File: src/logic/gate_fsm_pkg.sv
package gate_fsm_pkg;

    // Lane state, code 3'd7 is unused and falls back to idle
    typedef enum logic [2:0] {
        idle              = 3'd0,
        vehicle_detected  = 3'd1,  // Waiting for the fee
        card_verification = 3'd2,
        open_barrier      = 3'd3,
        vehicle_passing   = 3'd4,
        close_barrier     = 3'd5,
        emergency_mode    = 3'd6
    } gate_state_t;

    // Dwell count in clock cycles
    typedef logic [9:0] tick_t;

    // Settle time before the sensors are looked at in idle
    localparam tick_t idle_settle_cycles = 10'd5;

    // Limit for fee_valid in vehicle_detected
    localparam tick_t fee_wait_cycles = 10'd300;

    // Card window, the driver may retry with another card until then
    localparam tick_t card_window_cycles = 10'd50;

    // Longest a barrier stays open for a passing car
    localparam tick_t passing_cycles = 10'd600;

endpackage

File: src/logic/gate_io_pkg.sv
package gate_io_pkg;

    localparam int card_id_w = 4;

    // Identifier read from the card reader
    typedef logic [card_id_w-1:0] card_id_t;

    // Barrier command set for one cycle
    // Open and close are level commands to the barrier drives
    typedef struct packed {
        logic open_entry;
        logic open_exit;
        logic close_entry;
        logic close_exit;
    } barrier_cmd_t;

endpackage

File: src/logic/card_checker.sv
`timescale 1ns/100ps

module card_checker (
    input  logic                      clk,
    input  logic                      reset,
    input  gate_fsm_pkg::gate_state_t current_state,
    input  gate_io_pkg::card_id_t     card_id,
    input  logic                      card_valid,
    output logic                      card_accept,
    output logic                      card_reject
);

    logic                  in_verify;
    logic                  was_verifying;  // In verification last cycle
    logic                  accepted;       // Accept seen in this verification
    logic                  check;
    gate_io_pkg::card_id_t last_id;        // Last card that was checked

    assign in_verify = (current_state == gate_fsm_pkg::card_verification);

    // Check on the first verification cycle, then again when the card changes
    assign check = in_verify && !accepted &&
                   (!was_verifying || (card_id != last_id));

    assign card_accept = check && card_valid;
    assign card_reject = check && !card_valid;

    always_ff @(posedge clk) begin
        if (reset) begin
            was_verifying <= 1'b0;
            accepted      <= 1'b0;
        end else begin
            was_verifying <= in_verify;
            if (!in_verify)
                accepted <= 1'b0;
            else if (card_accept)
                accepted <= 1'b1;
        end
    end

    // Forgotten once verification is left
    always_ff @(posedge clk) begin
        if (!in_verify)
            last_id <= '0;
        else if (check)
            last_id <= card_id;
    end

    a_one_result: assert property (@(posedge clk) disable iff (reset)
        !(card_accept && card_reject));

endmodule

File: src/logic/dwell_timer.sv
`timescale 1ns/100ps

module dwell_timer (
    input  logic                      clk,
    input  logic                      reset,
    input  gate_fsm_pkg::gate_state_t current_state,
    output logic                      dwell_expired
);

    gate_fsm_pkg::gate_state_t prev_state;
    gate_fsm_pkg::tick_t       count_q;
    gate_fsm_pkg::tick_t       count;     // Count as seen in this cycle
    gate_fsm_pkg::tick_t       limit;
    logic                      has_limit;

    // Zero on the first cycle of a new state
    assign count = (current_state != prev_state) ? '0 : count_q;

    always_comb begin
        has_limit = 1'b1;
        limit     = gate_fsm_pkg::passing_cycles;
        case (current_state)
            gate_fsm_pkg::idle:              limit = gate_fsm_pkg::idle_settle_cycles;
            gate_fsm_pkg::vehicle_detected:  limit = gate_fsm_pkg::fee_wait_cycles;
            gate_fsm_pkg::card_verification: limit = gate_fsm_pkg::card_window_cycles;
            gate_fsm_pkg::vehicle_passing:   limit = gate_fsm_pkg::passing_cycles;
            default:                         has_limit = 1'b0;  // Never expires
        endcase
    end

    assign dwell_expired = has_limit && (count >= limit);

    // Longest limit is the saturation point, every limit is reached before it
    always_ff @(posedge clk) begin
        if (reset) begin
            prev_state <= gate_fsm_pkg::idle;
            count_q    <= '0;
        end else begin
            prev_state <= current_state;
            if (count < gate_fsm_pkg::passing_cycles)
                count_q <= count + 10'd1;
            else
                count_q <= count;
        end
    end

    a_count_saturates: assert property (@(posedge clk) disable iff (reset)
        count_q <= gate_fsm_pkg::passing_cycles);

endmodule

File: src/logic/gate_sequencer.sv
`timescale 1ns/100ps

module gate_sequencer (
    input  logic                      clk,
    input  logic                      reset,
    input  logic                      entry_sensor,
    input  logic                      exit_sensor,
    input  logic                      entry_passed,
    input  logic                      exit_passed,
    input  logic                      parking_full,
    input  logic                      fee_valid,
    input  logic                      emergency,
    input  logic                      dwell_expired,
    input  logic                      card_accept,
    input  logic                      card_reject,
    output gate_fsm_pkg::gate_state_t current_state,
    output logic                      open_entry,
    output logic                      open_exit,
    output logic                      close_entry,
    output logic                      close_exit,
    output logic                      alarm,
    output logic                      calculate_fee,
    output logic                      verify_card
);

    gate_fsm_pkg::gate_state_t next_state;
    gate_io_pkg::barrier_cmd_t cmd;
    logic                      entry_dir;     // High for an entry lane
    logic                      start_entry;
    logic                      start_exit;
    logic                      full_refusal;
    logic                      lane_passed;

    assign lane_passed = entry_dir ? entry_passed : exit_passed;

    always_comb begin
        next_state   = current_state;
        start_entry  = 1'b0;
        start_exit   = 1'b0;
        full_refusal = 1'b0;
        if (emergency) begin
            next_state = gate_fsm_pkg::emergency_mode;  // Highest priority
        end else begin
            case (current_state)
                gate_fsm_pkg::idle: begin
                    // Sensors only count once idle has settled
                    if (dwell_expired) begin
                        if (entry_sensor) begin
                            if (parking_full) begin
                                full_refusal = 1'b1;
                            end else begin
                                start_entry = 1'b1;
                                next_state  = gate_fsm_pkg::card_verification;
                            end
                        end else if (exit_sensor) begin
                            start_exit = 1'b1;
                            next_state = gate_fsm_pkg::vehicle_detected;
                        end
                    end
                end
                gate_fsm_pkg::vehicle_detected: begin
                    if (fee_valid)
                        next_state = gate_fsm_pkg::open_barrier;
                    else if (dwell_expired)
                        next_state = gate_fsm_pkg::idle;  // Fee never came
                end
                gate_fsm_pkg::card_verification: begin
                    if (card_accept)
                        next_state = gate_fsm_pkg::open_barrier;
                    else if (dwell_expired)
                        next_state = gate_fsm_pkg::idle;  // Card window over
                end
                gate_fsm_pkg::open_barrier: begin
                    next_state = gate_fsm_pkg::vehicle_passing;
                end
                gate_fsm_pkg::vehicle_passing: begin
                    if (lane_passed || dwell_expired)
                        next_state = gate_fsm_pkg::close_barrier;
                end
                gate_fsm_pkg::close_barrier: begin
                    next_state = gate_fsm_pkg::idle;
                end
                gate_fsm_pkg::emergency_mode: begin
                    next_state = gate_fsm_pkg::idle;  // Emergency released
                end
                default: begin
                    next_state = gate_fsm_pkg::idle;
                end
            endcase
        end
    end

    // Barrier commands follow the state and the lane direction
    always_comb begin
        cmd = '0;
        case (current_state)
            gate_fsm_pkg::idle: begin
                cmd.close_entry = 1'b1;
                cmd.close_exit  = 1'b1;
            end
            gate_fsm_pkg::open_barrier, gate_fsm_pkg::vehicle_passing: begin
                cmd.open_entry = entry_dir;
                cmd.open_exit  = !entry_dir;
            end
            gate_fsm_pkg::close_barrier: begin
                cmd.close_entry = entry_dir;
                cmd.close_exit  = !entry_dir;
            end
            gate_fsm_pkg::emergency_mode: begin
                cmd.open_entry = 1'b1;
                cmd.open_exit  = 1'b1;
            end
            default: begin
                cmd = '0;
            end
        endcase
    end

    assign open_entry    = cmd.open_entry;
    assign open_exit     = cmd.open_exit;
    assign close_entry   = cmd.close_entry;
    assign close_exit    = cmd.close_exit;
    assign verify_card   = start_entry;  // One cycle as idle is left
    assign calculate_fee = start_exit;

    always_ff @(posedge clk) begin
        if (reset) begin
            current_state <= gate_fsm_pkg::idle;
            entry_dir     <= 1'b0;
            alarm         <= 1'b0;
        end else begin
            current_state <= next_state;
            if (start_entry)
                entry_dir <= 1'b1;
            else if (start_exit)
                entry_dir <= 1'b0;
            // Alarm latch cleared by emergency or a good card
            if (emergency || card_accept)
                alarm <= 1'b0;
            else if (card_reject || full_refusal)
                alarm <= 1'b1;
        end
    end

    a_entry_open_close: assert property (@(posedge clk) disable iff (reset)
        !(open_entry && close_entry));

    // A card request is only made from idle
    a_verify_from_idle: assert property (@(posedge clk) disable iff (reset)
        verify_card |-> (current_state == gate_fsm_pkg::idle));

endmodule

File: src/logic/parking_gate_top.sv
`timescale 1ns/100ps

module parking_gate_top (
    input  logic                      clk,
    input  logic                      reset,
    input  logic                      entry_sensor,
    input  logic                      exit_sensor,
    input  logic                      entry_passed,
    input  logic                      exit_passed,
    input  logic                      parking_full,
    input  gate_io_pkg::card_id_t     card_id,
    input  logic                      card_valid,
    input  logic                      emergency,
    input  logic                      fee_valid,
    output gate_fsm_pkg::gate_state_t current_state,
    output logic                      open_entry,
    output logic                      open_exit,
    output logic                      close_entry,
    output logic                      close_exit,
    output logic                      alarm,
    output logic                      calculate_fee,
    output logic                      verify_card
);

    logic dwell_expired;  // Level, current state reached its limit
    logic card_accept;    // Pulses from the card check
    logic card_reject;

    gate_sequencer u_sequencer (
        .clk           (clk),
        .reset         (reset),
        .entry_sensor  (entry_sensor),
        .exit_sensor   (exit_sensor),
        .entry_passed  (entry_passed),
        .exit_passed   (exit_passed),
        .parking_full  (parking_full),
        .fee_valid     (fee_valid),
        .emergency     (emergency),
        .dwell_expired (dwell_expired),
        .card_accept   (card_accept),
        .card_reject   (card_reject),
        .current_state (current_state),
        .open_entry    (open_entry),
        .open_exit     (open_exit),
        .close_entry   (close_entry),
        .close_exit    (close_exit),
        .alarm         (alarm),
        .calculate_fee (calculate_fee),
        .verify_card   (verify_card)
    );

    dwell_timer u_timer (
        .clk           (clk),
        .reset         (reset),
        .current_state (current_state),
        .dwell_expired (dwell_expired)
    );

    card_checker u_checker (
        .clk           (clk),
        .reset         (reset),
        .current_state (current_state),
        .card_id       (card_id),
        .card_valid    (card_valid),
        .card_accept   (card_accept),
        .card_reject   (card_reject)
    );

endmodule

File: config.mk
export PLATFORM = sky130hd
export DESIGN_NAME = parking_gate_top
export DESIGN_NICKNAME = d
export VERILOG_FILES = /design/src/logic/gate_fsm_pkg.sv /design/src/logic/gate_io_pkg.sv /design/src/logic/card_checker.sv /design/src/logic/dwell_timer.sv /design/src/logic/gate_sequencer.sv /design/src/logic/parking_gate_top.sv
export SDC_FILE = /design/constraint.sdc
export NUM_CORES = 1
export LEC_CHECK = 0
export ABC_AREA = 1
export BUFFER_PORTS_ARGS = -buffer_cell sky130_fd_sc_hd__buf_2
export CORE_MARGIN = 2
export CORE_UTILIZATION = 35
export DETAILED_ROUTE_END_ITERATION = 10
export PLACE_DENSITY_LB_ADDON = 0.1
export SLEW_MARGIN = 5
export SYNTH_ARGS = -nofsm -noshare
export SYNTH_HDL_FRONTEND = slang
export SYNTH_SLANG_ARGS = --single-unit
File: constraint.sdc
create_clock -name clk -period 2.8 [get_ports clk]
set_input_delay 0.42 -clock clk [delete_from_list [all_inputs] [get_ports clk]]
set_output_delay 0.42 -clock clk [all_outputs]
set_load 0.02 [all_outputs]
### Yosys cells after proc, flatten, opt, wreduce, memory -nomap -nowiden

Cells that the tools add are included.

* register bits: 24
* logic and storage cells: 85

* reductions and logical operators: 22
* multiplexer cells: 34
* bitwise operators: 1
* equal/unequal tests: 16
* add/subtract/negate cells: 1
* $lt $le $gt $ge: 2

Operator list (number)
* $pmux W10 S3: 1
* $mux W3: 9
* $mux W10: 2
* $mux W1: 19
* $pmux W3 S5: 1
* $add A10 B1 Y10 const B: 1
* $ge A10 B10 Y1: 1
* $lt A10 B10 Y1 const B: 1
* $eq A3 B3 Y1 const B: 3
* $ne A4 B4 Y1 const B: 2
* $pmux W2 S2: 2
* $reduce_and A4 Y1: 2
* $reduce_or A2 Y1: 4
* $eq A3 B2 Y1 const B: 2
* $ne A3 B2 Y1 const B: 2
* $ne A3 B3 Y1 const B: 2
* $logic_and A1 B1 Y1: 5
* $logic_not A1 Y1: 4
* $logic_or A1 B1 Y1: 4
* $ne A2 B1 Y1 const B: 2
* $ne A4 B4 Y1: 1
* $reduce_or A4 Y1: 1
* $eq A3 B1 Y1 const B: 1
* $logic_not A3 Y1: 1
* other kinds (3): 3

### Longest topological paths before layout

* word-level depth: 9
* gate-level depth with buffers: 24
* depth with buffers taken out: 24

### By module

From an unflattened synthesis, not the netlist that was laid out.

* cell total of the unflattened synthesis: 279
* area total of the unflattened synthesis: 1904.3 µm²

By module, submodules not included
* dwell_timer: area an instance 1153.6 µm², instances 1, cells an instance 160
* gate_sequencer: area an instance 406.6 µm², instances 1, cells an instance 68
* card_checker: area an instance 344.1 µm², instances 1, cells an instance 51

### Worst setup path before layout

No wires, ideal clock.

* path type: register to output
* from: reg u_sequencer.current_state[2]
* to: out verify_card
* arrival time: 2.309 ns
* stages on the path, launching flop included: 22
* path slack: 0.071 ns
* path through: dfxtp_1 > buf_2 > nor3_2 > inv_1 > nand2_1 > inv_1 > nand2_1 > nand2_1 > inv_1 > ha_1 > nand2_1 > inv_1 > a21oi_1 > nand2_1 > nand2_1 > nand3_1 > nand2_1 > nand2_1 > nand2_1 > inv_1 > nand4_1 > inv_1

* cells in the longest elaborated chain, start to end: 7
* elaborated cells on any way between the ends: 14
* those cells by class: order compare (1); eq/ne (4); mux (6); reduce/logical (3)

Ends and longest elaborated chain
* start, declared: line gate_sequencer.sv:16 `output gate_fsm_pkg::gate_state_t current_state,`
* start signal, assigned: line gate_sequencer.sv:128 `current_state <= gate_fsm_pkg::idle;`
* start signal, assigned: line gate_sequencer.sv:132 `current_state <= next_state;`
* $eq A3 B2 Y1, or another cell as far along: line dwell_timer.sv:22 `case (current_state)`
* $pmux W10 S3, or another cell as far along: line dwell_timer.sv:22
* $ge A10 B10 Y1 or $mux W1 (tied branches): line dwell_timer.sv:31, dwell_timer.sv:22
* $logic_and A1 B1 Y1: line dwell_timer.sv:31 `assign dwell_expired = has_limit && (count >= limit);`
* $mux W1: line gate_sequencer.sv:47 `if (dwell_expired) begin`
* $mux W1 *: line gate_sequencer.sv:44 `case (current_state)`
* $mux W1 *: line gate_sequencer.sv:41 `if (emergency) begin`
* end, declared: line parking_gate_top.sv:22 `output logic verify_card`

Every way passes the cells marked *; elsewhere a longest branch is shown, timed or not.

### Final worst setup path

* from: reg u_sequencer.current_state[1]
* to: out verify_card

The elaborated chain is that of the path after synthesis.

==> run_results.csv <==
group,metric,value,unit
run_status,status,"finished with violations",
run_status,violations,"setup timing",
global_route,antenna_found_initial,0,
drt,totalWireLength,4290,µm
layout,drive_gt1_frac,0.369,
drt,ant_nets,0,
timing,fin_worst_skew,0.0140,ns
critical_path,end_kind,"output pin",
die,num_rows,24,
logic_synthesis,synth_edf_count,0,
critical_path,worstPathArrival,2.43,ns
clocking,h-tree-depth,1,
pwr,ir_drop,200,µV
die,io_pins,24,
timing,drv_slew,0,
timing,worst_slew_pin_slew,0.314,ns
logic_synthesis,synthTopCellsByArea,"dfxtp_1, nand2_1, inv_1, nor2_1, ha_1",
clocking,cts_made_buffers,3,
timing,final_hold_viol_count,0,
logic_synthesis,syn_inst,254,
drt,first_iter_violations,62,
drt,wire_per_inst,11.6,µm
timing,slew_headroom,0.790,
global_route,grt_pass1_vias,1714,
timing,holdWs,0.423,ns
placed_design,portBuffers,23,
critical_path,critPathKind,"reg2out",
pwr,p_per_area,412,mW/mm²
critical_path,crit_chain,"inv_4 -> nand2_2 -> nand2_2 -> nand3_4 -> inv_4 -> nand2_2 -> inv_2 -> ha_1 -> nand2_1 -> inv_1 -> a21oi_2 -> nand2_1 -> nand2_1 -> nand3_1 -> nand2_1 -> nand2_2 -> nand2_2 -> inv_2 -> nand4_1 -> inv_1 -> buf_6",
logic_synthesis,yosysSeqAreaShare,0.295,
clocking,cts_tree,"done",
critical_path,worstPathRequired,2.38,ns
timing,fmax,0.351,GHz
die,die_h,72.2,µm
logic_synthesis,ys_warn_count,0,
drt,first_pass_iters,4,
global_route,overflow,0,
logic_synthesis,synth.avg_cell_area,6.41,µm²
timing,fin_crit_sh,1.02,
die,core,0.00441,mm²
global_route,grt_pass1_wl,7530,µm
pwr,leakage,0.00111,µW
critical_path,critPathMaxStageDelay,0.40,ns
critical_path,crit_top_cell,"nand2_2",
logic_synthesis,synth_largest_area_cell,"dfxtp_1",
clocking,root_buffer,"clkbuf_8",
global_route,grt_util_all_layers,0.181,
global_route,grt_max_degree,14,
drt,viasPerCell,4.72,
layout,final_util,0.522,
logic_synthesis,netlist-cell-type-count,27,
logic_synthesis,synth_common_cells,"nand2_1, inv_1, nor2_1",
clocking,cts_sinks,24,
logic_synthesis,async_flop_share,0,
logic_synthesis,syn_area,0.00163,mm²
critical_path,cp_slowest_cell,"dfxtp_4",
drt,drc,0,
die,start_util,0.369,
job,maxCapViolCount,0,
layout,nNetsFinal,342,
logic_synthesis,ys_seq_elements,24,
clocking,clock_latency,0.27,ns
timing,setup_violations,2,
drt,vias,1741,
layout,syn_to_final_growth,41.3,%
timing,min_period,2.85,ns
die,die-area,0.00522,mm²
placed_design,hpwl,3150,µm
placed_design,place_ws,0.0180,ns
layout,antennaDiodeCount,0,
clocking,cts_max_path_buffers,2,
die,die-width,72.2,µm
logic_synthesis,synth_top_area_frac,0.295,
hold_path,hold_path_class,"in2reg",
placed_design,gp_congestion,0.888,
logic_synthesis,synth.most_common_cell,"nand2_1",
timing,rsz0062_at_grt,"true",
critical_path,start_kind,"register",
logic_synthesis,ys.flop_type,"dfxtp_1",
layout,nFillCells,468,
logic_synthesis,syn_nets,278,
critical_path,cp_max_fo,6,
clocking,clkTransAtPathRegs,0.10,ns
timing,setup_ws,-0.0461,ns
==> path summary, 6_finish.rpt <==
kind	startpoint	end	slack, ns	depth (start not counted)
setup reg to reg	u_sequencer.current_state[1]	u_sequencer.alarm	0.06	25
setup / recovery	u_sequencer.current_state[1]	verify_card	-0.05	21
hold reg to reg	u_sequencer.alarm	u_sequencer.alarm	0.47	2
hold / removal	card_id[0]	u_checker.last_id[0]	0.42	3
==> worst max-delay path: cells and delay by family (launching register included) <==
kind,cells,cell delay (ns)
buffers and inverters,7,0.44
AND/OR/NAND/NOR,12,0.89
AO/OA/AOI/OAI,1,0.14
adder cells (fa/ha/maj),1,0.30
flip-flops,1,0.40
==> power by group <==
group	total (µW)	switching [µW]	internal [µW]
Clock	242	116	126
Sequential	370	16.2	354
Combinational	336	182	154
Total	948	314	634
==> kinds of logic after synthesis <==
| logic type | share of synthesized area |
|---|---|
| AO/OA/AOI/OAI | 0.110 |
| AND/OR/NAND/NOR | 0.348 |
| flip-flops | 0.295 |
| XOR/XNOR | 0.0530 |
| buffers and inverters | 0.118 |
| adder cells (fa/ha/maj) | 0.0768 |
==> registers in the layout, indices dropped and copies added, names as in the netlist <==
name and flops:
u_checker.accepted 1, u_checker.last_id 4, u_checker.was_verifying 1, u_sequencer.alarm 1, u_sequencer.current_state 3, u_sequencer.entry_dir 1
u_timer.count_q 10, u_timer.prev_state 3
==> layer usage <==
metal,vias to the layer above,track usage,routed length (µm)
met5,-,0,0
met4,0,0.0881,94
li1,923,-,-
met2,33,0.299,2050
met3,8,0.0250,131
met1,777,0.231,2010
==> area by class of cell <==
class	count	area [µm²]	area share
clock buffer	4	55.1	0.0239
inverter	48	188	0.0815
multi-input combinational	180	1090	0.473
sequential	24	492	0.214
tap	52	65.1	0.0283
timing repair buffer	61	413	0.179
==> repair_timing <==
action	CTS	global route
pin swaps	14	17
endpoints found under the setup margin	2	6
gates resized for setup	38	9
hold buffers	0	0
buffers inserted	22	3
==> cell usage in the layout (no fill, tap or decap) <==
cell	instances
nand2_1	54
buf_4	38
inv_1	33
nor2_1	29
buf_2	21
dfxtp_1	21
o21ai_0	16
inv_2	12
nand2_2	11
a21oi_1	11
nand4_1	8
nand3_1	7
ha_1	7
nor2_2	6
xor2_1	5
clkbuf_8	4
inv_4	3
nor2_4	3
o21ai_1	3
ha_4	3
dfxtp_4	3
a21oi_2	2
xnor2_4	2
nor3_1	2
xnor2_1	2
buf_6	2
nor3_4	1
nand3_4	1
nor3b_2	1
nor3_2	1
nand2_4	1
o21ai_2	1
or2_2	1
a31oi_1	1
a21boi_0	1
==> through the flow <==
stage	instances	total power (µW)	setup TNS, ns	area (µm²)
after floorplan	254	530	0	1630
after global placement	342	624	0	1910
after detailed placement	342	624	0	1910
after CTS	368	937	-0.133	2270
after global routing	369	1010	-0.908	2300
final	369	948	-0.0788	2300
Power figures use the tool's default switching activity.
